File: config.mk
export PLATFORM = sky130hd
export DESIGN_NAME = ps2_receiver
export DESIGN_NICKNAME = d
export VERILOG_FILES = /design/src/kbd_term_pkg.sv /design/src/ps2_receiver.sv
export SDC_FILE = /design/constraint.sdc
export NUM_CORES = 1
export LEC_CHECK = 0
export BUFFER_PORTS_ARGS = -buffer_cell sky130_fd_sc_hd__buf_2
export CAP_MARGIN = 0
export CORE_UTILIZATION = 35
export CTS_CLUSTER_SIZE = 8
export DETAILED_ROUTE_END_ITERATION = 7
export PLACE_DENSITY = 0.5
export SETUP_SLACK_MARGIN = 0.5
export SLEW_MARGIN = 20
export SYNTH_ARGS = -nofsm -noshare
export SYNTH_HDL_FRONTEND = slang
export SYNTH_SLANG_ARGS = --single-unit
File: constraint.sdc
create_clock -name clk -period 1.9 [get_ports clk]
set_input_delay 0.475 -clock clk [delete_from_list [all_inputs] [get_ports clk]]
set_output_delay 0.475 -clock clk [all_outputs]
set_load 0.02 [all_outputs]
File: src/kbd_term_pkg.sv
`default_nettype none

package kbd_term_pkg;

  // ----------------------------------------------------------------------
  // Text grid
  // ----------------------------------------------------------------------
  localparam int cols       = 70;
  localparam int rows       = 30;
  localparam int cell_count = cols * rows; // 2100 cells.
  localparam int cell_w     = 9;
  localparam int cell_h     = 16;
  localparam int text_w     = cols * cell_w; // 630 pixels.

  // ----------------------------------------------------------------------
  // 640x480 VGA timing
  // ----------------------------------------------------------------------
  localparam int h_active = 640;
  localparam int h_front  = 16;
  localparam int h_sync   = 96;
  localparam int h_back   = 48;
  localparam int h_total  = h_active + h_front + h_sync + h_back; // 800.
  localparam int h_sync_start = h_active + h_front;

  localparam int v_active = 480;
  localparam int v_front  = 10;
  localparam int v_sync   = 2;
  localparam int v_back   = 33;
  localparam int v_total  = v_active + v_front + v_sync + v_back; // 525.
  localparam int v_sync_start = v_active + v_front;

  // Keyboard codes.
  localparam logic [7:0] break_prefix = 8'hF0;
  localparam logic [7:0] enter_code   = 8'h5A;
  localparam logic [7:0] blank_char   = 8'h00;

  typedef struct packed {
    logic [7:0] data;
    logic       valid;
  } scan_t;

  typedef struct packed {
    logic [7:0] ascii;
    logic       newline;
    logic       valid;
  } key_t;

  typedef struct packed {
    logic [6:0] col;
    logic [4:0] row;
  } cell_addr_t;

  typedef struct packed {
    logic [9:0] h;
    logic [9:0] v;
    logic       active;
    logic       in_text; // Active and left of text_w.
  } scan_pos_t;

  typedef struct packed {
    logic       hsync;
    logic       vsync;
    logic       active;
    logic [9:0] h_addr;
    logic [9:0] v_addr;
    logic [7:0] char_code;
    logic [3:0] glyph_row;
    logic [3:0] glyph_col;
  } video_t;

endpackage

`default_nettype wire

File: src/ps2_receiver.sv
`timescale 1ns/1ns
`default_nettype none

module ps2_receiver import kbd_term_pkg::*; (
  input  logic  clk,
  input  logic  rst,
  input  logic  ps2_clk,
  input  logic  ps2_data,
  output scan_t scan,
  output logic  frame_error
);

  logic [2:0] clk_sync;
  logic [2:0] data_sync;
  logic       clk_fall;
  logic       bit_in;
  logic [3:0] bit_cnt;
  logic [9:0] shift;  // Parity, data, start once full.
  logic       frame_ok;
  logic       scan_valid;
  logic [7:0] scan_data;

  // Both lines idle high.
  always_ff @(posedge clk) begin
    if (rst) begin
      clk_sync  <= 3'b111;
      data_sync <= 3'b111;
    end else begin
      clk_sync  <= {clk_sync[1:0], ps2_clk};
      data_sync <= {data_sync[1:0], ps2_data};
    end
  end

  assign clk_fall = clk_sync[2] & ~clk_sync[1];
  assign bit_in   = data_sync[1];

  // Start low, stop high, odd parity over data and parity bit.
  assign frame_ok = ~shift[0] & bit_in & (^shift[9:1]);

  always_ff @(posedge clk) begin
    if (rst) begin
      bit_cnt     <= '0;
      scan_valid  <= 1'b0;
      frame_error <= 1'b0;
    end else begin
      scan_valid  <= 1'b0;
      frame_error <= 1'b0;
      if (clk_fall) begin
        if (bit_cnt == 4'd10) begin // Stop bit.
          bit_cnt     <= '0;
          scan_valid  <= frame_ok;
          frame_error <= ~frame_ok;
        end else begin
          bit_cnt <= bit_cnt + 4'd1;
        end
      end
    end
  end

  always_ff @(posedge clk) begin
    if (clk_fall && bit_cnt != 4'd10) shift <= {bit_in, shift[9:1]}; // LSB first.
    if (clk_fall && bit_cnt == 4'd10) scan_data <= shift[8:1];
  end

  assign scan = '{data: scan_data, valid: scan_valid};

endmodule

`default_nettype wire

==> impl_metrics.json <==
{
  "numCtsBuffers": 5,
  "critical_path_class": "reg2reg",
  "ys.warnings.count": 0,
  "final.setup.tns_ns": 0,
  "path_buf_inv": 0,
  "clk_latency_ns": 0.32,
  "cts-root-buf": "clkbuf_4",
  "hold_ws_ns": 0.327,
  "crit_required_ns": 2.14,
  "drc": 4,
  "worst_path_largest_cell_delay_ns": 0.46,
  "start_kind": "flip-flop",
  "setup_violations": 0,
  "fp.dieH_um": 56.9,
  "final_cells": 126,
  "crit_path_max_fanout": 2,
  "ir_worst_vdd_mv": 0.445,
  "grt_use_total_pct": 12.0,
  "violations": "design-rule violations",
  "gp_congestion": 0.742,
  "cap_violations": 0,
  "fmax_mhz": 637,
  "post-place-cells": 113,
  "final_core_util_pct": 46.7,
  "rows": 19,
  "drt-pass1-iter-count": 6,
  "cts.sinks": 29,
  "slew_headroom_pct": 80.6,
  "portBuffers": 13,
  "worst_clock_skew_ns": 0.00913,
  "antenna_found_initial": 0,
  "fin_crit_sh_pct": 82.6,
  "tightest_slew_ns": 0.289,
  "ys_seq_area_share_pct": 72.0,
  "cp_slowest_cell": "xnor3_1",
  "start_util_pct": 37.6,
  "first_iter_violations": 21,
  "fillerInstances": 258,
  "p_per_area_nw_per_um2": 925,
  "final_nets": 98,
  "cts_max_level": 2,
  "hp-start": "ps2_data",
  "finalHoldViolCount": 0,
  "grt_pass1_wl_um": 2660,
  "area_growth_pct": 24.1,
  "crit_chain": "xnor2_1, xnor3_1, xnor2_2, a311oi_2",
  "grt_pass1_vias": 568,
  "detail_route.wl_per_cell_um": 12.6,
  "r2r-start": "shift[8]$_DFFE_PP_",
  "ctsHoldBuffers": 0,
  "outcome": "finished with violations",
  "cp.arrival_ns": 1.81,
  "netlist_area_um2": 1060,
  "post-route-min-period_ns": 1.57,
  "ys_seq_elements": 29,
  "synth_cell_types": 24,
  "critPathLaunch": "shift[8]$_DFFE_PP_",
  "cts_tree": "yes",
  "vias": 594,
  "cts_buffer_depth": 2,
  "syn_inst": 70,
  "drt_wl_total_um": 1590,
  "total_power_w": 0.00121,
  "die_width_um": 56.9,
  "end_kind": "flip-flop",
  "hp-class": "in2reg",
  "path_delay_family": "XOR/XNOR gates",
  "dieArea_um2": 3240,
  "io_pins": 14,
  "grt_setup_unrepaired": "yes",
  "p_leak_nw": 0.489,
  "post_drt_via_cell_ratio": 4.71,
  "ant_nets": 0,
  "overflow": 0,
  "n_antenna_cell": 0,
  "path_clk_slew_ns": 0.09,
  "synth_nets": 74,
  "layout-drive-gt1-share_pct": 41.1,
  "syn-mean-instance-area_um2": 15.1,
  "grt_max_degree": 12,
  "coreArea_um2": 2810,
  "finalMaxSlewViolations": 0
}
==> final timing paths <==
check                                                to  slack [ns]  cells after the start
worst max-delay path             frame_error$_SDFF_PP0_        0.33                      4
worst max register to register   frame_error$_SDFF_PP0_        0.33                      4
worst min register to register   clk_sync[1]$_SDFF_PP1_        0.42                      1
worst min-delay path            data_sync[0]$_SDFF_PP1_        0.33                      2
==> stage by stage <==
stage               setup slack [ns]  area, um^2
global route                   0.272        1310
global placement               0.348        1160
floorplan                      0.493        1060
detailed placement             0.332        1160
finish                         0.330        1310
CTS                            0.365        1260
==> power breakdown <==
part           internal, W  leakage, nW  total (W)  switching (W)
registers         0.000676        0.253   0.000684     0.00000829
logic            0.0000280        0.195  0.0000501      0.0000222
clock network     0.000274       0.0399   0.000477       0.000204
total             0.000978        0.489    0.00121       0.000234
==> cells in the mapped netlist <==
| library cell | count | share of area [%] |
|---|---|---|
| xnor2_2 | 1 | 1.5 |
| or2_2 | 5 | 3.0 |
| nand3b_1 | 1 | 0.71 |
| xnor2_1 | 5 | 4.1 |
| inv_1 | 3 | 1.1 |
| nor2_1 | 4 | 1.4 |
| a31oi_1 | 1 | 0.59 |
| dfxtp_1 | 11 | 21 |
| a311oi_1 | 1 | 0.83 |
| or3_1 | 1 | 0.59 |
| a21oi_1 | 3 | 1.4 |
| clkbuf_1 | 1 | 0.36 |
| xnor3_1 | 1 | 2.1 |
| buf_4 | 1 | 0.71 |
| nor3b_1 | 1 | 0.71 |
| nand2_1 | 1 | 0.36 |
| nand2b_1 | 2 | 1.2 |
| or3b_2 | 1 | 0.83 |
| a211oi_1 | 1 | 0.71 |
| edfxtp_1 | 18 | 51 |
| nor2b_1 | 2 | 1.2 |
| nor4b_4 | 1 | 2.3 |
| xor2_1 | 1 | 0.83 |
| o21ai_0 | 3 | 1.4 |
==> registers in the layout, summed over array words and instances, names as in the netlist <==
name,flops
bit_cnt,4
clk_sync,3
data_sync,2
frame_error,1
scan_data,8
scan_valid,1
shift,10
==> layer usage <==
metal,track usage [%],vias up,share of wire (%)
li1,-,296,-
met1,14.1,280,46
met2,16.5,13,46
met3,8.16,5,4.7
met4,6.27,0,2.9
met5,0,-,0
==> layout make-up <==
cell class	instances	area, um^2	area share, %
multi-input combinational	36	298	22.7
sequential	29	762	58.2
clock inverter	2	33.8	2.58
clock buffer	6	41.3	3.15
timing repair buffer	19	123	9.36
inverter	3	13.8	1.05
tap	31	38.8	2.96
==> cells by family after synthesis <==
family                 synth area share [%]
AO/OA/AOI/OAI                          4.98
XOR/XNOR                               8.65
buffers and inverters                  2.13
flip-flops                             72.0
AND/OR/NAND/NOR                        12.2
==> placed cells by master (no fill, tap or decap) <==
cell type,instances
edfxtp_1,18
nor4b_4,1
xnor2_1,4
nand3b_1,1
nor3b_1,1
inv_1,2
o21ai_0,3
or2_2,5
clkbuf_4,5
nand2_1,1
dfxtp_1,10
nand2b_1,2
or3b_2,1
bufinv_16,1
nor2b_1,2
clkbuf_1,1
inv_4,1
buf_4,6
a211oi_1,1
a311oi_2,1
xnor2_2,2
or3_4,1
a31oi_2,1
buf_2,11
buf_6,2
a21oi_1,3
xor2_1,1
nor2_1,4
clkinv_1,1
xnor3_1,1
dfxtp_2,1
==> what timing repair did <==
action | 4_1_cts | 5_1_grt
setup endpoints to repair | 10 | 12
gates resized for setup | 3 | 7
buffers inserted | 2 | 3
pin swaps | 0 | 5
cloned | 0 | 0
Power figures use the tool's default switching activity.
