**src/kbd_term_pkg.sv**
```systemverilog
`default_nettype none

package kbd_term_pkg;

  // ----------------------------------------------------------------------
  // Text grid
  // ----------------------------------------------------------------------
  localparam int cols       = 70;
  localparam int rows       = 30;
  localparam int cell_count = cols * rows; // 2100 cells.
  localparam int cell_w     = 9;
  localparam int cell_h     = 16;
  localparam int text_w     = cols * cell_w; // 630 pixels.

  // ----------------------------------------------------------------------
  // 640x480 VGA timing
  // ----------------------------------------------------------------------
  localparam int h_active = 640;
  localparam int h_front  = 16;
  localparam int h_sync   = 96;
  localparam int h_back   = 48;
  localparam int h_total  = h_active + h_front + h_sync + h_back; // 800.
  localparam int h_sync_start = h_active + h_front;

  localparam int v_active = 480;
  localparam int v_front  = 10;
  localparam int v_sync   = 2;
  localparam int v_back   = 33;
  localparam int v_total  = v_active + v_front + v_sync + v_back; // 525.
  localparam int v_sync_start = v_active + v_front;

  // Keyboard codes.
  localparam logic [7:0] break_prefix = 8'hF0;
  localparam logic [7:0] enter_code   = 8'h5A;
  localparam logic [7:0] blank_char   = 8'h00;

  typedef struct packed {
    logic [7:0] data;
    logic       valid;
  } scan_t;

  typedef struct packed {
    logic [7:0] ascii;
    logic       newline;
    logic       valid;
  } key_t;

  typedef struct packed {
    logic [6:0] col;
    logic [4:0] row;
  } cell_addr_t;

  typedef struct packed {
    logic [9:0] h;
    logic [9:0] v;
    logic       active;
    logic       in_text; // Active and left of text_w.
  } scan_pos_t;

  typedef struct packed {
    logic       hsync;
    logic       vsync;
    logic       active;
    logic [9:0] h_addr;
    logic [9:0] v_addr;
    logic [7:0] char_code;
    logic [3:0] glyph_row;
    logic [3:0] glyph_col;
  } video_t;

endpackage

`default_nettype wire

```
**src/vga_timing.sv**
```systemverilog
`timescale 1ns/1ns
`default_nettype none

module vga_timing import kbd_term_pkg::*; (
  input  logic      clk,
  input  logic      rst,
  output scan_pos_t pos
);

  logic [9:0] h_cnt;
  logic [9:0] v_cnt;
  logic       line_end;
  logic       frame_end;
  logic       active;
  logic       in_text;

  assign line_end  = (h_cnt == 10'(h_total - 1));
  assign frame_end = (v_cnt == 10'(v_total - 1));

  // ----------------------------------------------------------------------
  // Counters, 800 cycles by 525 lines
  // ----------------------------------------------------------------------
  always_ff @(posedge clk) begin
    if (rst) begin
      h_cnt <= '0;
    end else if (line_end) begin
      h_cnt <= '0;
    end else begin
      h_cnt <= h_cnt + 10'd1;
    end
  end

  always_ff @(posedge clk) begin
    if (rst) begin
      v_cnt <= '0;
    end else if (line_end) begin
      v_cnt <= frame_end ? '0 : v_cnt + 10'd1;
    end
  end

  assign active  = (h_cnt < 10'(h_active)) && (v_cnt < 10'(v_active));
  assign in_text = active && (h_cnt < 10'(text_w)); // Right margin is blank.

  assign pos = '{h: h_cnt, v: v_cnt, active: active, in_text: in_text};

endmodule

`default_nettype wire
```
**config.mk**
```make
export PLATFORM = sky130hd
export DESIGN_NAME = vga_timing
export DESIGN_NICKNAME = d
export VERILOG_FILES = /design/src/kbd_term_pkg.sv /design/src/vga_timing.sv
export SDC_FILE = /design/constraint.sdc
export NUM_CORES = 1
export LEC_CHECK = 0
export BUFFER_PORTS_ARGS = -buffer_cell sky130_fd_sc_hd__buf_2
export CORE_AREA = 2 2 54 56
export CTS_BUF_LIST = sky130_fd_sc_hd__clkbuf_2
export DETAILED_ROUTE_END_ITERATION = 10
export DIE_AREA = 0 0 56 58
export PLACE_DENSITY = 0.58
export SYNTH_ARGS = -nofsm -noshare
export SYNTH_HDL_FRONTEND = slang
export SYNTH_SLANG_ARGS = --single-unit
```
**constraint.sdc**
```tcl
create_clock -name clk -period 2.6 [get_ports clk]
set_input_delay 0 -clock clk [delete_from_list [all_inputs] [get_ports clk]]
set_output_delay 0 -clock clk [all_outputs]
set_load 0.05 [all_outputs]
```
==> summary by stage <==
CTS
The clock sink count is 20. Clock-pin slew was measured on the worst setup and hold paths at 0.19 ns. The clock tree from TritonCTS is yes.

The number of setup buffers added after CTS is 0. The deepest level of the CTS H-tree is 1. The insertion delay to the later sink of the worst-skew pair is 0.30 ns.

In this run, CTS created clock tree buffers numbering 3. The cell at the root of the clock tree is clkbuf_2. The maximum buffer depth of the clock tree is 2.

Placement
The final estimated routing congestion in global placement is slightly above 0.8. The setup slack after placement is about 0.67 ns. The placed wire-length estimate is around 1.7 mm. Port buffering added 23 buffers.

Timing
The worst slew margin relative to its limit is 0.680. The final critical-path setup slack is 0.627 ns. Timing would allow up to between 500 and 600 MHz.

The number of slew-limit violations in the final report is 0. Setup repair after global routing left no endpoint under its margin. The clock skew is 0.00657 ns.

The post-route setup TNS is 0 ns. Setup violations remaining at the end of the flow were counted as 0. The post-route fraction of the period consumed by the critical path is 0.759. For the pin with the worst max-slew slack, the measured transition is about 0.47 ns. The final critical path time including I/O delays and setup is 1.97 ns. The number of hold violations in the final report came to 0.

Logic synthesis
The post-synthesis cell count is 120. Of the synthesized area, sequential elements account for 0.386. The Yosys step of the flow raised 0 warnings. The post-synthesis average cell area is about 8.6 µm². By area the synthesized netlist is led by dfxtp_1 39%, xnor2_1 10%, nor2_1 6.9%, nor4_1 4.2%, ha_1 3.6%. dfxtp_1 takes more of the synthesized area than any other cell. Yosys mapped the design onto 31 distinct sky130hd cell types. The portion of synthesized cell area occupied by the leading cell type is 0.386. The number of nets in the synthesized netlist is approximately 130.

The total of flip-flops plus latches after synthesis is 20. After synthesis the cells add up to a little over 0.001 mm².

Routing
After detailed routing, the number of remaining DRC violations is 0. For this block, the initial DRC count from the detailed router was 20. The number of vias per cell is roughly 5.3. Across all layers, the routed design uses slightly above 900 vias. The total wire length after detailed routing is 2.17 mm. The routed wirelength normalized by instance count is 12.5 µm. The iteration count of the initial detailed-routing pass is 4. The count of antenna-violating nets left after detailed routing is 0.

Hold path
The path category of the worst min-delay check is in -> reg.

Setup path
The worst setup path category is reg -> reg. The gate family responsible for the most delay along the worst path is simple AND/OR/NAND/NOR gates. STA puts the critical path data arrival time at 2.23 ns. The startpoint type of the worst setup path is a flop. The library cell contributing the largest single delay on the critical path is or4_4. The depth of the worst register-to-register path is 5. The cell count along the critical path is 5. The setup slack of the most critical reg-to-reg path is about 0.63 ns.

The number of buffers and inverters on the critical path is 0. The peak per-stage delay on the critical path is a little under 0.6 ns. The critical path ends at v_cnt[7]. The worst register-to-register path begins at h_cnt[1]. Tracing the worst setup path back leads to its startpoint at h_cnt[1]. The highest fanout seen on the critical path is 10.

Data on the critical path is required at its endpoint by between 2 and 3 ns. In this run the critical register-to-register path is captured at v_cnt[7]. The signal on the critical path passes through ha_1 > nand4_4 > or4_4 > or3_1 > a21oi_2. The critical path capture point type is a flop.

Die
Measured along the y axis, the die boundary spans approximately 58 µm. The area enclosed by the die boundary is about 0.0032 mm². The placeable core area is 0.00266 mm². The number of rows in the core area is 19. The initial core utilization is 0.389.

24 I/O pins were placed. The die width is 56 µm.

Power and ir drop
The power density normalized to cell area is just under 400 mW/mm². Of the total power, the clock network draws 0.263. Of the total power, combinational logic draws 0.070.

Cell internal power was estimated by the tool at 353 µW. The leakage power is 0.000446 µW. The switching share of power is 0.255. The power spent charging and discharging nets is around 120 µW. The sequential share of power is 0.667.

Across the VDD grid, the largest voltage drop is around 0.2 mV.

Global routing
The aggregate global-route resource usage is 0.153. The maximum number of pins on one net before global-route repair is 14. The global-route congestion overflow total is 0. The number of global-route vias before repair is 865. The first global-routing pass estimated 4.01 mm of wire. The initial antenna violation count is 0.

Final layout
Relative to the synthesized area, the layout overhead comes to 15.2%. At the end of the flow, the number of nets in the layout was approximately 150. Registers take between 400 and 500 µm².

The filler cells instantiated in the layout total 290. The antenna diode count is 0. The multi-input combinational cell area is between 500 and 600 µm². In the final layout, the share of cells above drive strength 1 is 0.231.

Run
Across the run, the number of max-cap violations was 0.

Run status
The run finished with clean final reports.
placed cells by master (no fill, tap or decap), drive strengths merged, types with 3 or more instances in the layout:
| cell | synthesis | layout |
|---|---|---|
| ha | 3 | 3 |
| o21ai | 3 | 3 |
| buf | 4 | 24 |
| or3 | 3 | 3 |
| inv | 6 | 6 |
| xnor2 | 12 | 12 |
| nand2 | 5 | 5 |
| nor2 | 19 | 19 |
| nand4 | 3 | 3 |
| nor4 | 7 | 7 |
| nand3 | 6 | 6 |
| nand3b | 4 | 4 |
| dfxtp | 20 | 20 |
| a21oi | 5 | 5 |
| clkbuf | 2 | 3 |
flip-flops by register name (all words and copies together), names as in the netlist:
| signal | flops |
|---|---|
| h_cnt | 10 |
| v_cnt | 10 |
worst min path at each step:
stage / startpoint / end / slack, ns / depth (start not counted)
after detailed placement: rst / v_cnt[1] / 0.24 / 2
after floorplan: rst / v_cnt[1] / 0.07 / 1
after CTS: rst / v_cnt[1] / 0.41 / 3
final: rst / v_cnt[1] / 0.45 / 3
after global routing: rst / h_cnt[4] / 0.43 / 3
after global placement: rst / h_cnt[6] / 0.23 / 2
power by group through the flow:
stage                     registers (µW)  clock network, µW  logic [µW]
final                                316                124        33.3
after floorplan                      336                  0        11.7
after global routing                 317                147        36.2
after CTS                            316                133        33.7
after detailed placement             322                  0        32.5
after global placement               322                  0        32.5
routing by layer:
metal	global-route usage	share of wire
met1	0.202	0.47
met2	0.255	0.47
met3	0.0201	0.056
met4	0.0612	0.0046
met5	0	0
kinds of logic (layout without fill, tap and decap cells):
| kind of cell | count (synthesis) | after routing | share of synthesized area |
|---|---|---|---|
| buffers and inverters | 12 | 35 | 0.0531 |
| flip-flops | 20 | 20 | 0.386 |
| AND/OR/NAND/NOR | 60 | 60 | 0.333 |
| AO/OA/AOI/OAI | 11 | 11 | 0.0725 |
| XOR/XNOR | 14 | 14 | 0.118 |
| adder cells (fa/ha/maj) | 3 | 3 | 0.0362 |
through the flow:
step | hold slack (ns) | area [µm²] | cells | power (µW) | utilization
floorplan | 0.0691 | 1040 | 120 | 347 | -
global placement | 0.234 | 1160 | 169 | 354 | 0.438
detailed placement | 0.244 | 1160 | 169 | 355 | 0.438
CTS | 0.414 | 1190 | 174 | 483 | 0.448
global route | 0.429 | 1190 | 174 | 501 | 0.448
finish | 0.451 | 1190 | 174 | 474 | 0.448
worst reg2reg max path: stages, from the launching register on:
cell and delay [ns]:
dfxtp_1 0.42, ha_1 0.27, nand4_4 0.19, or4_4 0.59, or3_1 0.34, a21oi_2 0.13
repair_timing:
item	CTS	global route
gates resized for setup	0	0
hold buffers	1	0
endpoints found under the hold margin	4	0
synth_stat cells, drive strengths merged:
library cell and n:
ha 3, dfxtp 20, xor2 2, a21o 1, nor4bb 1, nand4 3
nand3b 4, nand2 5, inv 6, o21ai 3, nor3 2, xnor2 12
or4 2, nand4bb 1, clkbuf 2, nand3 6, nand4b 2, a221oi 1
o41a 1, and3 1, or2 2, nor4 7, nand2b 2, a21oi 5
nor2 19, or3 3, buf 4
layout make-up:
type                            count  share of cell area
Inverter                            6              0.0189
Sequential cell                    20               0.335
Multi-Input combinational cell     88               0.486
Tap cell                           31              0.0325
Clock buffer                        3              0.0126
Timing Repair Buffer               25               0.111
Clock inverter                      1             0.00314
Power figures use the tool's default switching activity.
