File: src/kbd_term_pkg.sv
`default_nettype none

package kbd_term_pkg;

  // ----------------------------------------------------------------------
  // Text grid
  // ----------------------------------------------------------------------
  localparam int cols       = 70;
  localparam int rows       = 30;
  localparam int cell_count = cols * rows; // 2100 cells.
  localparam int cell_w     = 9;
  localparam int cell_h     = 16;
  localparam int text_w     = cols * cell_w; // 630 pixels.

  // ----------------------------------------------------------------------
  // 640x480 VGA timing
  // ----------------------------------------------------------------------
  localparam int h_active = 640;
  localparam int h_front  = 16;
  localparam int h_sync   = 96;
  localparam int h_back   = 48;
  localparam int h_total  = h_active + h_front + h_sync + h_back; // 800.
  localparam int h_sync_start = h_active + h_front;

  localparam int v_active = 480;
  localparam int v_front  = 10;
  localparam int v_sync   = 2;
  localparam int v_back   = 33;
  localparam int v_total  = v_active + v_front + v_sync + v_back; // 525.
  localparam int v_sync_start = v_active + v_front;

  // Keyboard codes.
  localparam logic [7:0] break_prefix = 8'hF0;
  localparam logic [7:0] enter_code   = 8'h5A;
  localparam logic [7:0] blank_char   = 8'h00;

  typedef struct packed {
    logic [7:0] data;
    logic       valid;
  } scan_t;

  typedef struct packed {
    logic [7:0] ascii;
    logic       newline;
    logic       valid;
  } key_t;

  typedef struct packed {
    logic [6:0] col;
    logic [4:0] row;
  } cell_addr_t;

  typedef struct packed {
    logic [9:0] h;
    logic [9:0] v;
    logic       active;
    logic       in_text; // Active and left of text_w.
  } scan_pos_t;

  typedef struct packed {
    logic       hsync;
    logic       vsync;
    logic       active;
    logic [9:0] h_addr;
    logic [9:0] v_addr;
    logic [7:0] char_code;
    logic [3:0] glyph_row;
    logic [3:0] glyph_col;
  } video_t;

endpackage

`default_nettype wire

File: src/text_renderer.sv
`timescale 1ns/1ns
`default_nettype none

module text_renderer import kbd_term_pkg::*; (
  input  logic       clk,
  input  logic       rst,
  input  scan_pos_t  pos,
  output cell_addr_t rd_addr,
  input  logic [7:0] rd_char,
  output video_t     video
);

  // Cell counters run in step with pos.
  logic [6:0] cell_col;
  logic [5:0] cell_row;  // Reaches 32 in vertical blanking.
  logic [3:0] glyph_col;
  logic [3:0] glyph_row;
  logic       hsync_n;
  logic       vsync_n;
  video_t     s1;
  logic       s1_in_text;

  always_ff @(posedge clk) begin
    if (rst) begin
      cell_col  <= '0;
      cell_row  <= '0;
      glyph_col <= '0;
      glyph_row <= '0;
    end else if (pos.h == 10'(h_total - 1)) begin
      cell_col  <= '0;
      glyph_col <= '0;
      if (pos.v == 10'(v_total - 1)) begin
        cell_row  <= '0;
        glyph_row <= '0;
      end else if (glyph_row == 4'(cell_h - 1)) begin
        cell_row  <= cell_row + 6'd1;
        glyph_row <= '0;
      end else begin
        glyph_row <= glyph_row + 4'd1;
      end
    end else if (glyph_col == 4'(cell_w - 1)) begin
      cell_col  <= cell_col + 7'd1;
      glyph_col <= '0;
    end else begin
      glyph_col <= glyph_col + 4'd1;
    end
  end

  assign rd_addr = '{col: cell_col, row: cell_row[4:0]};

  assign hsync_n = !((pos.h >= 10'(h_sync_start)) && (pos.h < 10'(h_sync_start + h_sync)));
  assign vsync_n = !((pos.v >= 10'(v_sync_start)) && (pos.v < 10'(v_sync_start + v_sync)));

  // ----------------------------------------------------------------------
  // Stage 1 runs alongside the buffer read, stage 2 merges the char
  // ----------------------------------------------------------------------
  always_ff @(posedge clk) begin
    if (rst) begin
      s1         <= '{hsync: 1'b1, vsync: 1'b1, default: '0};
      s1_in_text <= 1'b0;
    end else begin
      s1 <= '{hsync: hsync_n, vsync: vsync_n, active: pos.active, h_addr: pos.h,
              v_addr: pos.v, char_code: 8'h00, glyph_row: glyph_row, glyph_col: glyph_col};
      s1_in_text <= pos.in_text;
    end
  end

  always_ff @(posedge clk) begin
    if (rst) begin
      video <= '{hsync: 1'b1, vsync: 1'b1, default: '0};
    end else begin
      video           <= s1;
      video.char_code <= s1_in_text ? rd_char : 8'h00;
      video.glyph_row <= s1_in_text ? s1.glyph_row : 4'h0;
      video.glyph_col <= s1_in_text ? s1.glyph_col : 4'h0;
    end
  end

endmodule

`default_nettype wire

File: config.mk
export PLATFORM = sky130hd
export DESIGN_NAME = text_renderer
export DESIGN_NICKNAME = d
export VERILOG_FILES = /design/src/kbd_term_pkg.sv /design/src/text_renderer.sv
export SDC_FILE = /design/constraint.sdc
export NUM_CORES = 1
export LEC_CHECK = 0
export BUFFER_PORTS_ARGS = -buffer_cell sky130_fd_sc_hd__buf_4
export CORE_MARGIN = 2
export CORE_UTILIZATION = 45
export DETAILED_ROUTE_END_ITERATION = 7
export PLACE_DENSITY = 0.73
export SYNTH_ARGS = -nofsm -noshare
export SYNTH_HDL_FRONTEND = slang
export SYNTH_SLANG_ARGS = --single-unit
File: constraint.sdc
create_clock -name clk -period 1.45 [get_ports clk]
set_input_delay 0.145 -clock clk [delete_from_list [all_inputs] [get_ports clk]]
set_output_delay 0.145 -clock clk [all_outputs]
set_load 0.01 [all_outputs]
==> flow_summary_export.csv, run 1 <==
group,metric,value,unit
setup_path,crit_type,"reg2reg",
synthesis,syn_avg_cell_area,11.1,µm²
global_routing,grt_pass1_wl,9.00,mm
power,cellPowerDensity,1160,nW/µm²
outcome,outcome,"finished, final reports clean",
detailed_routing,first_iter_violations,70,
setup_path,worstPathArrival,1720,ps
detailed_routing,dr.pass1.iters,5,
power,p_clk_share,39.3,%
global_routing,grt-ovfl-total,0,
place,numPortBuffers,82,
power,power_frac_comb,6.8,%
floorplan,chipWidth,84.4,µm
sta,worstMarginPinSlew,344,ps
synthesis,synth.top_cell.area_share,62.6,%
detailed_routing,totalWireLength,5.52,mm
synthesis,ys_warn_count,0,
setup_path,crit_start,"glyph_row[1]",
floorplan,ioPinCount,83,
sta,finalHoldViolCount,0,
clocking,clkSinkCount,91,
place,post-place-ws,-139,ps
setup_path,reg2reg_slack,3,ps
synthesis,synth-seq-cells,91,
setup_path,cp.required,1730,ps
global_routing,antenna_found_initial,0,
place,hpwl,3.75,mm
clocking,cts.clk_slew.worst_paths,90,ps
detailed_routing,drc,0,
setup_path,critPathCapture,"cell_row[3]",
detailed_routing,vias,2140,
final_layout,antenna_cells,0,
sta,layout_setup_ws,2.63,ps
place,placed_cell_area,3740,µm²
synthesis,synthCells,262,
setup_path,ff2ff_path_depth,5,
power,p_leak,0.00180,µW
synthesis,synth_cell_type_count,37,
clocking,insertion_delay,350,ps
clocking,cts.htree.levels,3,
setup_path,rr_startpoint,"glyph_row[1]",
synthesis,yosys-top-cells-area,"dfxtp_1 63%, nor2b_1 11%, and2_1 3.4%",
detailed_routing,post_drt_wl_per_cell,12.0,µm
global_routing,track_usage,15.7,%
final_layout,utilization,65.4,%
power,seqPwrFrac,53.9,%
synthesis,syn-cell-area,2910,µm²
power,max-vdd-ir-drop,0.000812,V
power,p_sw,1020,µW
final_layout,area_delta_synth_final,42.0,%
final_layout,stdcell_area,4130,µm²
place,gp_congestion,0.793,
floorplan,rows,29,
setup_path,timing.rr.end,"cell_row[3]",
floorplan,die_area,7130,µm²
hold_path,hp-class,"in2reg",
synthesis,synth_nets,299,
power,swShare,21.2,%
setup_path,endpoint_kind,"flip-flop",
floorplan,coreArea,6310,µm²
detailed_routing,ant_nets,0,
sta,relSlewSlack,76.7,%
sta,drv_slew,0,
floorplan,die_y,84.4,µm
sta,rsz0062_at_grt,"true",
global_routing,grt_pass1_vias,2023,
floorplan,start_util,46.1,%
sta,fmax,691,MHz
clocking,cts_made_buffers,9,
detailed_routing,via_per_inst,4.67,
setup_path,cp-start-kind,"flip-flop",
final_layout,drive_above_1_share,34.6,%
synthesis,synth_top_area_cell,"dfxtp_1",
sta,finalSetupTns,0,ps
sta,period_needed,1450,ps
global_routing,grt_max_degree,62,
sta,fin_crit_sh,99.8,%
sta,setup_violations,0,
synthesis,yosysSeqAreaShare,62.6,%
clocking,root_buffer,"clkbuf_8",
clocking,clockBufferDepth,2,
sta,finalClockSkew,7.25,ps
power,p_int,3790,µW
clocking,cts_tree,"yes",
setup_path,worstPathMaxFanout,4,
final_layout,fin_nets,413,
job,maxCapViolCount,0,
-- per-layer routing --
metal / GRT usage, % / part of all wire (%) / wire, µm / up-vias
met5: 0 / 0 / 0 / -
li1: - / - / - / 1094
met4: 8.95 / 1.8 / 100 / 0
met3: 3.24 / 5.0 / 275 / 9
met2: 25.1 / 49 / 2690 / 65
met1: 19.9 / 44 / 2450 / 972
-- cell families after synthesis --
kind of cell / count (synthesis) / synth area share (%)
xor+xnor: 6 / 1.81
fa+ha+maj: 5 / 2.15
buf+inv: 14 / 1.81
flops: 91 / 62.6
compound gates: 20 / 4.47
mux: 3 / 1.03
simple gates: 123 / 26.1
-- repair_timing --
action                                  4_1_cts  5_1_grt
endpoints found under the hold margin        12        0
cloned                                        0        0
gates resized for setup                       2        9
endpoints found under the setup margin        1        7
buffers inserted                              0        1
pin swaps                                     0        6
hold buffers                                 12        0
-- power by group through the flow --
| stage | sequential (µW) | clock, µW | combinational (µW) |
|---|---|---|---|
| 2_1_floorplan | 2660 | 0 | 107 |
| 3_3_place_gp | 2650 | 0 | 289 |
| 3_5_place_dp | 2650 | 0 | 295 |
| 4_1_cts | 2590 | 1940 | 323 |
| 5_1_grt | 2600 | 2060 | 357 |
| 6_report | 2590 | 1890 | 328 |
-- critical path: stages, from the launching register on --
cell	delay [ps]
dfxtp_4	370
ha_4	140
and3_4	210
nand4_1	120
or4_1	400
mux2i_1	130
-- cell usage after synthesis --
cell / n
dfxtp_1: 91
nor2b_1: 51
and2_1: 16
nor2_1: 12
nand2_1: 11
clkbuf_1: 8
inv_1: 6
a21oi_1: 5
ha_1: 5
and3_1: 4
nand4b_1: 4
o21ai_0: 4
xnor2_1: 4
mux2i_1: 3
nand3_1: 3
nor3_1: 3
o31ai_1: 3
or4_1: 3
a31oi_1: 2
nand2b_1: 2
nand4_1: 2
nor4b_1: 2
or2_2: 2
or3_1: 2
xor2_1: 2
a21o_1: 1
a311oi_1: 1
a41o_1: 1
a41oi_1: 1
and4_1: 1
and4bb_2: 1
nand3b_1: 1
nand4_2: 1
nor4b_4: 1
o22ai_1: 1
o2bb2ai_1: 1
or4b_2: 1
-- metrics by stage --
| step | hold slack (ps) | power [µW] | instances |
|---|---|---|---|
| final | 22.0 | 4810 | 458 |
| after global routing | 22.2 | 5020 | 458 |
| after CTS | 9.80 | 4850 | 457 |
| after detailed placement | 351 | 2950 | 429 |
| after global placement | 351 | 2940 | 429 |
| after floorplan | 228 | 2770 | 262 |
-- worst min-delay path by stage --
stage          slack [ps]  cells after the start         to       start
2_1_floorplan         230                      1     s1[17]         rst
3_3_place_gp          350                      2   video[8]  rd_char[0]
3_5_place_dp          350                      2  video[15]  rd_char[7]
4_1_cts                10                      2     s1[25]     pos[11]
5_1_grt                20                      2     s1[25]     pos[11]
6_report               20                      2     s1[25]     pos[11]
-- state kept, by name (all words and copies together) (netlist names) --
name        flops
glyph_row       4
cell_row        5
video          39
glyph_col       4
s1             31
cell_col        7
s1_in_text      1
-- final cells by class --
type	instances	area, µm²
Fill cell	513	2180
Sequential cell	91	1830
Clock inverter	5	85.1
Clock buffer	11	141
Tap cell	77	96.3
Timing Repair Buffer	111	876
Inverter	6	22.5
Multi-Input combinational cell	157	1080
-- layout by cell type (no fill, tap or decap), types with 3 or more instances in the layout --
cell and instances:
buf_4 98, dfxtp_1 87, nor2b_1 51, and2_1 16, nor2_1 12, dlygate4sd3_1 12
nand2_1 11, clkbuf_8 10, a21oi_1 5, nand4b_1 4, o21ai_0 4, inv_1 4
xnor2_1 4, mux2i_1 3, and3_1 3, or4_1 3, nand3_1 3, ha_1 3
dfxtp_2 3
No activity file was read; power rests on OpenSTA's default activity.
==> run 2, diff against run 1 <==
--- a/config.mk
+++ b/config.mk
@@ -9,7 +9,7 @@
 export CORE_MARGIN = 2
 export CORE_UTILIZATION = 45
 export DETAILED_ROUTE_END_ITERATION = 7
-export PLACE_DENSITY = 0.73
+export PLACE_DENSITY_LB_ADDON = 0.25
 export SYNTH_ARGS = -nofsm -noshare
 export SYNTH_HDL_FRONTEND = slang
 export SYNTH_SLANG_ARGS = --single-unit
==> run 2 against run 1 <==
Effect of this change: register-to-register slack lost 20 ps; final cell count grew 0.66%; the flow now finishes with violations (negative setup slack); final area decreased by 0.79%; combinational power hardly changed; hold slack worse by 9.5 ps; largest power group unchanged; critical path type unchanged; maximum frequency fell by 1.1%; non-clock buffer count up 3; critical path depth did not move.
==> flow_summary_export.csv, run 2 (synthesis gave the netlist of run 1 again) <==
group,metric,value,unit
outcome,outcome,"finished with violations",
outcome,violations,"negative setup slack",
final_layout,top_regs,"video: 39 flops, s1: 31 flops, cell_col: 7 flops",
setup_path,worstPathArrival,1740,ps
detailed_routing,dr.pass1.iters,4,
power,p_leak,0.00179,µW
hold_path,hp-start,"pos[13]",
final_layout,final_cell_mix,"101 x buf_4, 87 x dfxtp_1, 51 x nor2b_1",
final_layout,area_delta_synth_final,40.8,%
setup_path,timing.rr.end,"cell_row[3]",
detailed_routing,vias,2169,
final_layout,drive_above_1_share,34.9,%
setup_path,worstPathMaxFanout,4,
setup_path,reg2reg_slack,-10,ps
sta,fmax,683,MHz
floorplan,ioPinCount,83,
setup_path,rr_startpoint,"glyph_row[1]",
detailed_routing,totalWireLength,5.59,mm
sta,layout_setup_ws,-13.9,ps
hold_path,hp-class,"in2reg",
place,gp_congestion,0.780,
sta,finalSetupTns,-13.9,ps
final_layout,mostFrequentLayoutCell,"buf_4",
global_routing,antenna_found_initial,0,
floorplan,rows,29,
setup_path,ff2ff_path_depth,5,
clocking,cts.clk_slew.worst_paths,80,ps
sta,period_needed,1460,ps
final_layout,fin_nets,416,
final_layout,largest_reg_flops,39,
place,numPortBuffers,82,
global_routing,track_usage,16.0,%
final_layout,antenna_cells,0,
final_layout,utilization,64.9,%
clocking,clockBufferDepth,2,
clocking,root_buffer,"clkbuf_8",
global_routing,grt_pass1_wl,8.90,mm
floorplan,die_area,7130,µm²
floorplan,start_util,46.1,%
sta,relSlewSlack,77.3,%
clocking,insertion_delay,350,ps
clocking,cts_tree,"yes",
sta,worstMarginPinSlew,335,ps
sta,finalHoldViolCount,0,
clocking,cts.htree.levels,3,
global_routing,grt-ovfl-total,0,
sta,rsz0062_at_grt,"true",
hold_path,min_to,"s1[27]",
final_layout,finalNonFillerCells,461,
global_routing,grt_max_degree,62,
setup_path,cp-start-kind,"flip-flop",
setup_path,cp.required,1730,ps
detailed_routing,ant_nets,0,
place,post-place-cells,431,
floorplan,coreArea,6310,µm²
setup_path,cp_slowest_cell,"or4_1",
power,max-vdd-ir-drop,0.000638,V
detailed_routing,post_drt_wl_per_cell,12.1,µm
sta,fin_crit_sh,101,%
sta,fin_hold_ws,12.4,ps
sta,drv_slew,0,
global_routing,grt_pass1_vias,1967,
setup_path,crit_type,"reg2reg",
place,hpwl,3.87,mm
final_layout,regMostFlops,"video",
job,maxCapViolCount,0,
setup_path,max_stage_delay,420,ps
detailed_routing,drc,0,
hold_path,min_path_cells,2,
floorplan,chipWidth,84.4,µm
clocking,clkSinkCount,91,
power,cellPowerDensity,1090,nW/µm²
setup_path,crit_path_cell_trace,"ha_4 > and3_4 > nand4_1 > or4_1 > mux2i_1",
setup_path,endpoint_kind,"flip-flop",
clocking,cts_made_buffers,9,
power,power,4460,µW
final_layout,fill_cells,526,
sta,setup_violations,1,
floorplan,die_y,84.4,µm
sta,finalClockSkew,2.86,ps
detailed_routing,first_iter_violations,72,
detailed_routing,via_per_inst,4.70,
-- run 2: changes by cell type in the layout (fill, tap and decap cells not counted) --
cell        previous run  this run
buf_4                 98       101
bufinv_16              2         0
clkinv_2               0         1
clkinvlp_4             1         2
dfxtp_2                3         4
dfxtp_4                1         0
o21ai_0                4         3
o21ai_1                0         1
o31ai_1                2         3
o31ai_2                1         0
-- run 2: layout make-up --
type	instances	area [µm²]	share of cell area, %
multi-input combinational	157	1080	26.3
clock inverter	5	37.5	0.916
clock buffer	11	141	3.45
timing repair buffer	114	898	21.9
inverter	6	22.5	0.549
sequential	91	1830	44.6
tap	77	96.3	2.35
-- run 2: layer usage --
layer / GRT usage (%) / up-vias / part of all wire, %
li1: - / 1102 / -
met1: 20.2 / 996 / 46
met2: 25.0 / 61 / 47
met3: 4.42 / 10 / 5.4
met4: 8.23 / 0 / 2.3
met5: 0 / - / 0
-- run 2: worst max-delay path, delay by kind of cell (launching register included) --
family | cells | cell delay [ps]
adders and majority gates | 1 | 140
DFF | 1 | 360
muxes | 1 | 140
and+or+nand+nor | 3 | 750
-- run 2: report_power, final --
part           internal (µW)  switching [µW]
Combinational            195             134
Sequential              2570            22.9
Clock                    676             859
Total                   3440            1020
-- run 2: per-stage QoR --
stage | setup slack [ps] | cell area [µm²]
3_5_place_dp | -163 | 3750
5_1_grt | -122 | 4100
2_1_floorplan | 8.24 | 2940
4_1_cts | -16.7 | 4060
6_report | -13.9 | 4100
3_3_place_gp | -135 | 3750
-- run 2: how the worst max path moves through the flow --
stage / start / endpoint / slack, ps / depth (start not counted)
floorplan: glyph_row[1] / cell_row[3] / 8 / 6
global placement: pos[17] / glyph_row[3] / -140 / 5
detailed placement: pos[17] / glyph_row[3] / -160 / 5
CTS: glyph_row[1] / cell_row[3] / -20 / 5
global route: glyph_row[1] / cell_row[3] / -120 / 5
finish: glyph_row[1] / cell_row[3] / -10 / 5
-- run 2: timing repair --
action,CTS,global route
pin swaps,0,7
endpoints found under the hold margin,12,0
hold buffers,12,0
gates resized for setup,1,9
setup endpoints to repair,1,5
setup buffers,0,2
