<file path="config.mk">
export PLATFORM = sky130hd
export DESIGN_NAME = key_decoder
export DESIGN_NICKNAME = d
export VERILOG_FILES = /design/src/kbd_term_pkg.sv /design/src/key_decoder.sv
export SDC_FILE = /design/constraint.sdc
export NUM_CORES = 1
export LEC_CHECK = 0
export ABC_AREA = 1
export BUFFER_PORTS_ARGS = -buffer_cell sky130_fd_sc_hd__buf_2
export CORE_MARGIN = 2
export CORE_UTILIZATION = 55
export DETAILED_ROUTE_END_ITERATION = 7
export PLACE_DENSITY = 0.92
export SLEW_MARGIN = 20
export SYNTH_ARGS = -nofsm -noshare
export SYNTH_HDL_FRONTEND = slang
export SYNTH_SLANG_ARGS = --single-unit
</file>
<file path="constraint.sdc">
create_clock -name clk -period 2.1 [get_ports clk]
set_clock_uncertainty 0.15 [all_clocks]
set_input_delay 0.105 -clock clk [delete_from_list [all_inputs] [get_ports clk]]
set_output_delay 0.105 -clock clk [all_outputs]
set_load 0.01 [all_outputs]
</file>
<file path="src/kbd_term_pkg.sv">
`default_nettype none

package kbd_term_pkg;

  // ----------------------------------------------------------------------
  // Text grid
  // ----------------------------------------------------------------------
  localparam int cols       = 70;
  localparam int rows       = 30;
  localparam int cell_count = cols * rows; // 2100 cells.
  localparam int cell_w     = 9;
  localparam int cell_h     = 16;
  localparam int text_w     = cols * cell_w; // 630 pixels.

  // ----------------------------------------------------------------------
  // 640x480 VGA timing
  // ----------------------------------------------------------------------
  localparam int h_active = 640;
  localparam int h_front  = 16;
  localparam int h_sync   = 96;
  localparam int h_back   = 48;
  localparam int h_total  = h_active + h_front + h_sync + h_back; // 800.
  localparam int h_sync_start = h_active + h_front;

  localparam int v_active = 480;
  localparam int v_front  = 10;
  localparam int v_sync   = 2;
  localparam int v_back   = 33;
  localparam int v_total  = v_active + v_front + v_sync + v_back; // 525.
  localparam int v_sync_start = v_active + v_front;

  // Keyboard codes.
  localparam logic [7:0] break_prefix = 8'hF0;
  localparam logic [7:0] enter_code   = 8'h5A;
  localparam logic [7:0] blank_char   = 8'h00;

  typedef struct packed {
    logic [7:0] data;
    logic       valid;
  } scan_t;

  typedef struct packed {
    logic [7:0] ascii;
    logic       newline;
    logic       valid;
  } key_t;

  typedef struct packed {
    logic [6:0] col;
    logic [4:0] row;
  } cell_addr_t;

  typedef struct packed {
    logic [9:0] h;
    logic [9:0] v;
    logic       active;
    logic       in_text; // Active and left of text_w.
  } scan_pos_t;

  typedef struct packed {
    logic       hsync;
    logic       vsync;
    logic       active;
    logic [9:0] h_addr;
    logic [9:0] v_addr;
    logic [7:0] char_code;
    logic [3:0] glyph_row;
    logic [3:0] glyph_col;
  } video_t;

endpackage

`default_nettype wire

</file>
<file path="src/key_decoder.sv">
`timescale 1ns/1ns
`default_nettype none

module key_decoder import kbd_term_pkg::*; (
  input  logic  clk,
  input  logic  rst,
  input  scan_t scan,
  output key_t  key
);

  logic       break_pending;
  logic       mapped;
  logic [7:0] ascii;
  logic       key_valid;
  logic       key_newline;
  logic [7:0] key_ascii;

  // ----------------------------------------------------------------------
  // Make code to lower-case ASCII
  // ----------------------------------------------------------------------
  always_comb begin
    mapped = 1'b1;
    case (scan.data)
      8'h1C: ascii = "a";
      8'h32: ascii = "b";
      8'h21: ascii = "c";
      8'h23: ascii = "d";
      8'h24: ascii = "e";
      8'h2B: ascii = "f";
      8'h34: ascii = "g";
      8'h33: ascii = "h";
      8'h43: ascii = "i";
      8'h3B: ascii = "j";
      8'h42: ascii = "k";
      8'h4B: ascii = "l";
      8'h3A: ascii = "m";
      8'h31: ascii = "n";
      8'h44: ascii = "o";
      8'h4D: ascii = "p";
      8'h15: ascii = "q";
      8'h2D: ascii = "r";
      8'h1B: ascii = "s";
      8'h2C: ascii = "t";
      8'h3C: ascii = "u";
      8'h2A: ascii = "v";
      8'h1D: ascii = "w";
      8'h22: ascii = "x";
      8'h35: ascii = "y";
      8'h1A: ascii = "z";
      8'h45: ascii = "0";
      8'h16: ascii = "1";
      8'h1E: ascii = "2";
      8'h26: ascii = "3";
      8'h25: ascii = "4";
      8'h2E: ascii = "5";
      8'h36: ascii = "6";
      8'h3D: ascii = "7";
      8'h3E: ascii = "8";
      8'h46: ascii = "9";
      8'h29: ascii = " ";
      enter_code: ascii = 8'h0D; // Carriage return.
      default: begin
        ascii  = 8'h00;
        mapped = 1'b0;
      end
    endcase
  end

  always_ff @(posedge clk) begin
    if (rst) begin
      break_pending <= 1'b0;
      key_valid     <= 1'b0;
    end else begin
      key_valid <= 1'b0;
      if (scan.valid) begin
        if (scan.data == break_prefix) begin
          break_pending <= 1'b1;
        end else if (break_pending) begin
          break_pending <= 1'b0; // Released key, drop it.
        end else begin
          key_valid <= mapped;
        end
      end
    end
  end

  always_ff @(posedge clk) begin
    if (scan.valid) begin
      key_ascii   <= ascii;
      key_newline <= (scan.data == enter_code);
    end
  end

  assign key = '{ascii: key_ascii, newline: key_newline, valid: key_valid};

endmodule

`default_nettype wire

</file>
==> reports/qor.yml, run 1 <==
outcome:
  status: "finished clean"
setup_path:
  cp-startpoint: "scan[8]"
  worstPathBufferInverterCount: 3
  arrival_ns: 1.34
  path_delay_family: "simple AND/OR/NAND/NOR gates"
  slowest_stage: "nor2_1"
  worst_path_most_repeated_cell: "nand3_1"
  setup.worst_path.class: "in2reg"
  path_cells: "buf_2 -> inv_2 -> nand2_1 -> nor2_1 -> nand2_1 -> nand3_1 -> nor2_1 -> nand3_1 -> inv_1 -> nand3_1"
  start_kind: "input pin"
  crit_fanout: 6
  endpoint_kind: "flop"
  max_stage_delay_ns: 0.31
  required_ns: 2.08
  timing.rr.start: "break_pending"
clocking:
  clockRootBuffer: "clkbuf_4"
  clk_latency_ns: 0.26
  cts.sinks: 10
  clockBufferDepth: 2
  cts_tree: "done"
  postCtsSetupRepairBufs: 0
  path_clk_slew_ns: 0.06
  cts_buffers: 3
  ctsResizeCount: 0
  ctsHtreeMaxLevel: 1
detailed_routing:
  routedWlPerCell_um: 12.5
  drtIter0Drc: 50
  routed_wl_um: 2840
  firstDrtPassIters: 4
  vias: 1246
  via_per_inst: 5.49
  ant_nets: 0
  drc: 0
yosys:
  synth_edf_count: 8
  synth_fp_nets: 193
  avgSynthCellArea_um2: 5.79
  yosysSeqAreaShare: 0.266
  ys.warnings.count: 0
  synth_seq_cells: 10
  post_synth_instance_area_um2: 1050
  syn_inst: 182
  synth_cell_type_count: 26
  synth_flop_cell: "edfxtp_1"
  async_flop_share: 0
cells_and_area:
  mostFrequentLayoutCells: "nand2_1 (54), nor2_1 (46), buf_2 (19), inv_1 (17), nand3_1 (14)"
  stdcell_area_um2: 1190
  antenna_cells: 0
  drive_gt1_frac: 0.183
  final_common_cell: "nand2_1"
  layout.nets: 215
  syn_to_final_growth_pct: 12.9
  fill_cells: 188
die:
  die_w_um: 47.8
  initial_core_util: 0.597
  core_area_um2: 1760
  die-area_um2: 2280
  fp-row-count: 15
  dieHeight_um: 47.8
  ioPinCount: 21
min_path:
  hp-class: "in2reg"
  min_from: "scan[0]"
grt:
  grt_usage: 0.291
  first_global_vias: 1158
  grt_pass1_wl_um: 4640
  antenna_found_initial: 0
  grt_max_degree: 11
  grt_overflow: 0
sta:
  maxSlewViolCount: 0
  period_needed_ns: 1.36
  rsz0062_at_grt: "no"
  setup_viol: 0
  fmax_ghz: 0.736
  fin_tns_setup_ns: 0
  hold_viol: 0
  finalCritPeriodShare: 0.647
  hold_ws_ns: 0.0546
  setup_ws_ns: 0.741
place:
  dp_hpwl_um: 2380
  port_buffers: 19
  place_congestion: 1.01
  place_ws_ns: 0.507
  post_dp_cell_area_um2: 1160
pwr:
  p_int_mw: 0.333
  p_sw_mw: 0.141
  peakVddDrop_mv: 0.223
  seqPwrFrac: 0.491
  leakage_nw: 0.640
  combPwrFrac: 0.248
  p_clk_frac: 0.261
  power.density_nw_per_um2: 398
  switching_share: 0.297
run:
  cap_violations: 0
power by group through the flow:
stage / Clock, mW / Sequential, mW / Combinational [mW]
2_1_floorplan: 0 / 0.244 / 0.0648
3_3_place_gp: 0 / 0.237 / 0.110
3_5_place_dp: 0 / 0.237 / 0.114
4_1_cts: 0.125 / 0.233 / 0.116
5_1_grt: 0.137 / 0.235 / 0.132
6_report: 0.124 / 0.233 / 0.117
final timing paths:
path	depth (start not counted)	slack [ns]	endpoint
worst max-delay path	10	0.74	key_ascii[5]
worst min-delay path	1	0.05	key_ascii[1]
worst max register to register	3	1.29	key_valid
worst min register to register	2	0.35	break_pending
stage by stage:
step | power (mW) | std cells | utilization
CTS | 0.474 | 227 | 0.674
global placement | 0.347 | 223 | 0.656
floorplan | 0.309 | 182 | -
detailed placement | 0.351 | 223 | 0.656
global route | 0.504 | 227 | 0.674
finish | 0.474 | 227 | 0.674
metal layers:
layer	vias to the layer above	routed length, um	GRT usage
met1	538	1120	0.316
met3	18	165	0.0415
met4	0	141	0.200
met5	-	0	0
met2	69	1420	0.512
li1	621	-	-
cells in the mapped netlist, types with 2 or more instances:
library cell   n  area, um2
nor2_1        46        173
buf_4          3       22.5
nand2_1       54        203
nor3_1         3       15.0
dfxtp_1        2       40.0
inv_2          3       11.3
o21ai_0        4       20.0
nor2_4         2       22.5
nor2_2         5       31.3
nand3_1       14       70.1
a21oi_1        2       10.0
inv_1         17       63.8
nand4_1        5       31.3
edfxtp_1       8        240
nand2_2        3       18.8
worst register-to-register path: cells and delay by family (launching register included):
kind          cells  cell delay (ns)
simple gates      3             0.29
flops             1             0.31
what timing repair did:
item / 4_1_cts / 5_1_grt
hold buffers: 1 / 0
endpoints found under the setup margin: 0 / 0
endpoints found under the hold margin: 2 / 0
area by class of cell:
cell class	count	area (um2)	share of cell area
timing repair buffer	20	105	0.0883
clock buffer	3	22.5	0.0189
multi-input combinational	149	676	0.568
inverter	20	75.1	0.0631
tap	25	31.3	0.0263
sequential	10	280	0.236
registers in the layout (all words and copies together) (netlist names):
| signal | flops |
|---|---|
| break_pending | 1 |
| key_ascii | 7 |
| key_newline | 1 |
| key_valid | 1 |
cell families (layout without fill, tap and decap cells):
| group | Yosys count | after routing | share of synthesized area |
|---|---|---|---|
| AO/OA/AOI/OAI | 11 | 11 | 0.0630 |
| flip-flops | 10 | 10 | 0.266 |
| AND/OR/NAND/NOR | 137 | 137 | 0.575 |
| buffers and inverters | 23 | 43 | 0.0926 |
| other | 1 | 1 | 0.00356 |
No activity file was read; power rests on OpenSTA's default activity.
==> run 2, diff against run 1 <==
Settings changed: CORE_UTILIZATION 55 to 49, PLACE_DENSITY 0.92 to 0.87.
Clock period 2.1 ns to 1.2 ns, I/O delays scaled along.
==> run 2 against run 1 <==
The flow now finishes with violations (negative setup slack); cell area up 45%; non-clock buffer count up 42; wire length up 62%; clock-buffer cell count unchanged; critical endpoint unchanged; highest routed layer unchanged.
==> reports/qor.yml, run 2 (same netlist as run 1, synthesis figures left out) <==
outcome:
  status: "finished with violations"
  violations: "negative setup slack"
setup_path:
  slowest_stage: "o21ai_0"
  reg2regPathDepth: 3
  start_kind: "input pin"
  required_ns: 1.06
  setup.worst_path.class: "in2reg"
  path_delay_family: "simple AND/OR/NAND/NOR gates"
  crit_fanout: 5
  path_cells: "buf_6 -> inv_4 -> nand2_2 -> nor2_1 -> o21ai_0 -> nand2_1 -> nor4_2 -> nand3_1"
  worstPathBufferInverterCount: 2
  endpoint_kind: "flop"
  arrival_ns: 1.18
  max_stage_delay_ns: 0.27
  reg2reg_to: "key_valid"
  timing.rr.start: "break_pending"
  rrSetupSlack_ns: 0.40
grt:
  grt_usage: 0.276
  use_met1: 0.339
  met2_usage: 0.507
  grt_max_degree: 10
  grt_overflow: 0
  antenna_found_initial: 0
  first_global_vias: 1213
  grt_util_met3: 0.0179
  grt_busiest_layer: "met2"
  grt_pass1_wl_um: 5300
pwr:
  leakage_nw: 0.906
  p_sw_mw: 0.329
  power.density_nw_per_um2: 576
  p_int_mw: 0.662
  seqPwrFrac: 0.411
  switching_share: 0.332
  peakVddDrop_mv: 0.538
  combPwrFrac: 0.343
  p_clk_frac: 0.245
  power_mw: 0.991
detailed_routing:
  drtIter0Drc: 119
  routedWlPerCell_um: 16.8
  vias: 1554
  routed_wl_um: 4600
  ant_nets: 0
  via_per_inst: 5.69
  firstDrtPassIters: 5
  drc: 0
die:
  ioPinCount: 21
  core_area_um2: 2000
  die_w_um: 50.4
  die-area_um2: 2540
  initial_core_util: 0.526
  fp-row-count: 16
  dieHeight_um: 50.4
clocking:
  cts_tree: "done"
  clockRootBuffer: "clkbuf_4"
  cts_buffers: 3
  path_clk_slew_ns: 0.06
  cts.sinks: 10
  clockBufferDepth: 2
  ctsHtreeMaxLevel: 1
  clk_latency_ns: 0.27
min_path:
  min_from: "scan[7]"
  hold_end: "key_newline"
  whs_path_depth: 4
  hp-class: "in2reg"
sta:
  finalCritPeriodShare: 1.11
  setup_viol: 7
  hold_viol: 0
  fmax_ghz: 0.753
  rsz0062_at_grt: "yes"
  maxSlewViolCount: 0
  period_needed_ns: 1.33
  fin_tns_setup_ns: -0.382
  setup_ws_ns: -0.128
cells_and_area:
  layout.nets: 258
  top_register: "key_ascii"
  mostFrequentLayoutCells: "nand2_1 (45), buf_4 (40), nor2_1 (33), nor2_2 (15)"
  final_common_cell: "nand2_1"
  multiInputGateArea_um2: 816
  drive_gt1_frac: 0.459
  syn_to_final_growth_pct: 63.4
  antenna_cells: 0
  largest_register_ffs: 7
  seqCellArea_um2: 280
  fill_cells: 124
place:
  place_congestion: 0.910
  dp_hpwl_um: 2590
  port_buffers: 19
run:
  cap_violations: 0
==> run 2: cell types whose count changed in the layout (fill, tap and decap cells not counted), moves of 4 or more <==
cell / delta
inv_4: +5
inv_1: -8
buf_2: -8
buf_6: +6
nor2_2: +10
nand2_2: +5
buf_4: +40
nor2_1: -13
nor2_4: +4
nand2_1: -9
==> run 2: layout make-up <==
| cell class | count | share of cell area |
|---|---|---|
| clock buffers | 3 | 0.0131 |
| clock inverters | 1 | 0.00218 |
| inverters | 20 | 0.0509 |
| multi-input cells | 150 | 0.474 |
| flip-flops and latches | 10 | 0.163 |
| well taps | 27 | 0.0196 |
| repair buffers | 62 | 0.278 |
==> run 2: per-stage QoR <==
stage          utilization  instances  setup WS [ns]  area [um2]  hold slack [ns]
2_1_floorplan            -        182        0.00581        1060          -0.0107
3_3_place_gp         0.721        262         -0.328        1440           0.0897
3_5_place_dp         0.721        262         -0.362        1440           0.0988
4_1_cts              0.755        270        -0.0175        1510            0.168
5_1_grt              0.860        273         -0.200        1720            0.176
6_report             0.860        273         -0.128        1720            0.168
==> run 2: worst min-delay path, cell delays in order <==
cell	delay, ns
buf_6	0.12
inv_4	0.06
buf_4	0.14
nor2_1	0.10
==> run 2: worst max path at each step <==
| stage | slack [ns] | depth (start not counted) | end | startpoint |
|---|---|---|---|---|
| final | -0.13 | 8 | key_ascii[5] | scan[2] |
| after global placement | -0.33 | 11 | key_ascii[5] | scan[3] |
| after floorplan | 0.006 | 10 | key_ascii[5] | scan[4] |
| after global routing | -0.20 | 8 | key_ascii[5] | scan[2] |
| after CTS | -0.02 | 11 | key_ascii[5] | scan[3] |
| after detailed placement | -0.36 | 11 | key_ascii[5] | scan[3] |
==> run 2: power by group through the flow <==
stage                     clock network (mW)  logic, mW  registers (mW)
after floorplan                            0      0.114           0.427
after global placement                     0      0.237           0.414
after detailed placement                   0      0.244           0.415
after CTS                              0.237      0.255           0.408
after global routing                   0.256      0.362           0.409
final                                  0.243      0.340           0.408
==> run 2: timing repair <==
action                                  in CTS  in global routing
endpoints found under the setup margin       3                  8
gates resized for setup                      3                 67
setup buffers                                0                  2
hold buffers                                 4                  0
pin swaps                                    1                 23
hold endpoints to repair                     8                  0
cloned                                       0                  1
==> run 2: layer usage <==
layer  part of all wire  routed length, um  vias up
li1                   -                  -      712
met1               0.33               1530      658
met2               0.47               2180      129
met3              0.090                415       55
met4               0.10                473        0
met5                  0                  0        -
==> run 3, diff against run 2 <==
Settings changed: CORE_MARGIN 2 to unset.
==> run 3 against run 2 <==
The run still ends with negative setup slack left; final cell count grew 0.73%; non-clock buffer count grew 2; critical path type unchanged; cell area grew 4.1%; combinational power grew 3%; via count grew 0.84%; sequential cell count is the same; register-to-register slack is essentially flat; die area shrank 7.8%; core utilization grew 4.4 points; total power grew 0.33%; wire length shrank 6.7%.
==> reports/qor.yml, run 3 (same netlist as run 1, synthesis figures left out) <==
clocking:
  clk_latency_ns: 0.27
  clockRootBuffer: "clkbuf_4"
  cts_tree: "done"
  ctsHtreeMaxLevel: 1
  cts.sinks: 10
  cts_buffers: 3
  clockBufferDepth: 2
  path_clk_slew_ns: 0.06
setup_path:
  start_kind: "input pin"
  setup.worst_path.class: "in2reg"
  endpoint_kind: "flop"
  arrival_ns: 1.35
  required_ns: 1.26
  reg2regPathDepth: 3
  worst_path_most_repeated_cell: "nor2_1"
  slowest_stage: "nor2_1"
  crit_cells: 11
  path_cells: "buf_6 -> inv_1 -> nand2_1 -> nor2_1 -> nand2_1 -> nand3_1 -> nor2_1 -> nand3_1 -> buf_4 -> nor2_1 -> nor2_1"
  max_stage_delay_ns: 0.28
  reg2reg_to: "key_valid"
  path_delay_family: "simple AND/OR/NAND/NOR gates"
  rrSetupSlack_ns: 0.41
  worstPathBufferInverterCount: 3
  cp-startpoint: "scan[3]"
  timing.rr.start: "break_pending"
  crit_path_end: "key_valid"
  crit_fanout: 6
detailed_routing:
  drc: 0
  routed_wl_um: 4290
  firstDrtPassIters: 6
  via_per_inst: 5.70
  ant_nets: 0
  vias: 1567
  drtIter0Drc: 92
  routedWlPerCell_um: 15.6
grt:
  grt_overflow: 0
  grt_pass1_wl_um: 5260
  grt_max_degree: 11
  antenna_found_initial: 0
  first_global_vias: 1330
  grt_usage: 0.288
sta:
  maxSlewViolCount: 0
  setup_ws_ns: -0.0876
  rsz0062_at_grt: "yes"
  setup_viol: 4
  hold_ws_ns: 0.180
  fin_tns_setup_ns: -0.207
  finalCritPeriodShare: 1.07
  period_needed_ns: 1.29
  hold_viol: 0
  fmax_ghz: 0.777
die:
  die_w_um: 48.4
  fp-row-count: 16
  dieHeight_um: 48.4
  die-area_um2: 2340
  ioPinCount: 21
  core_area_um2: 1980
  initial_core_util: 0.532
pwr:
  power_mw: 0.995
  power.density_nw_per_um2: 555
  peakVddDrop_mv: 0.496
  leakage_nw: 0.952
cells_and_area:
  layout.nets: 260
  largest_register_ffs: 7
  final_common_cell: "buf_4"
  fill_cells: 99
  fin_cells: 275
  top_register: "key_ascii"
  seqCellArea_um2: 280
  mostFrequentLayoutCells: "buf_4 (46), nand2_1 (40), nor2_1 (29), nor2_2 (13), nor2_4 (12)"
  drive_gt1_frac: 0.508
  multiInputGateArea_um2: 878
  stdcell_area_um2: 1790
  antenna_cells: 0
  syn_to_final_growth_pct: 70.1
place:
  post_dp_cell_area_um2: 1480
  dp.cells: 267
  port_buffers: 19
  dp_hpwl_um: 2550
  place_congestion: 0.922
outcome:
  violations: "negative setup slack"
  status: "finished with violations"
run:
  cap_violations: 0
min_path:
  min_from: "scan[7]"
  hp-class: "in2reg"
==> run 3: worst reg2reg max path, delay by kind of cell, from the launching register on <==
kind             cells  cell delay, ns
flip-flops           1            0.31
AND/OR/NAND/NOR      3            0.26
==> run 3: timing repair <==
action | CTS | global route
resized for setup | 4 | 79
gates cloned | 0 | 1
pin swaps | 3 | 23
hold endpoints to repair | 10 | 0
hold buffers | 2 | 0
setup buffers | 0 | 2
endpoints found under the setup margin | 3 | 7
==> run 3: per-stage QoR <==
step           worst slack [ns]  utilization
5_1_grt                  -0.102        0.904
2_1_floorplan           0.00581            -
3_5_place_dp             -0.312        0.747
4_1_cts                -0.00676        0.777
6_report                -0.0876        0.904
3_3_place_gp             -0.320        0.747
==> run 3: layout make-up <==
type	count	area share
Clock buffer	3	0.0126
Multi-Input combinational cell	150	0.490
Tap cell	27	0.0189
Clock inverter	1	0.00209
Inverter	20	0.0475
Timing Repair Buffer	64	0.272
Sequential cell	10	0.156
==> run 3: worst min path at each step <==
stage,slack (ns),endpoint,depth (start not counted)
floorplan,-0.01,break_pending,1
global placement,0.09,break_pending,2
detailed placement,0.09,break_pending,2
CTS,0.16,key_newline,4
global route,0.20,key_newline,4
finish,0.18,key_newline,4
==> run 3: power breakdown <==
part | switching, mW | total [mW] | leakage (nW) | internal, mW
Clock | 0.116 | 0.237 | 0.0154 | 0.120
Combinational | 0.203 | 0.350 | 0.844 | 0.147
Sequential | 0.00613 | 0.408 | 0.0926 | 0.402
==> run 3: routing by layer <==
| layer | global-route usage | routed length [um] |
|---|---|---|
| met5 | 0 | 0 |
| met4 | 0.123 | 227 |
| met3 | 0.00943 | 318 |
| met2 | 0.559 | 2150 |
| met1 | 0.324 | 1590 |
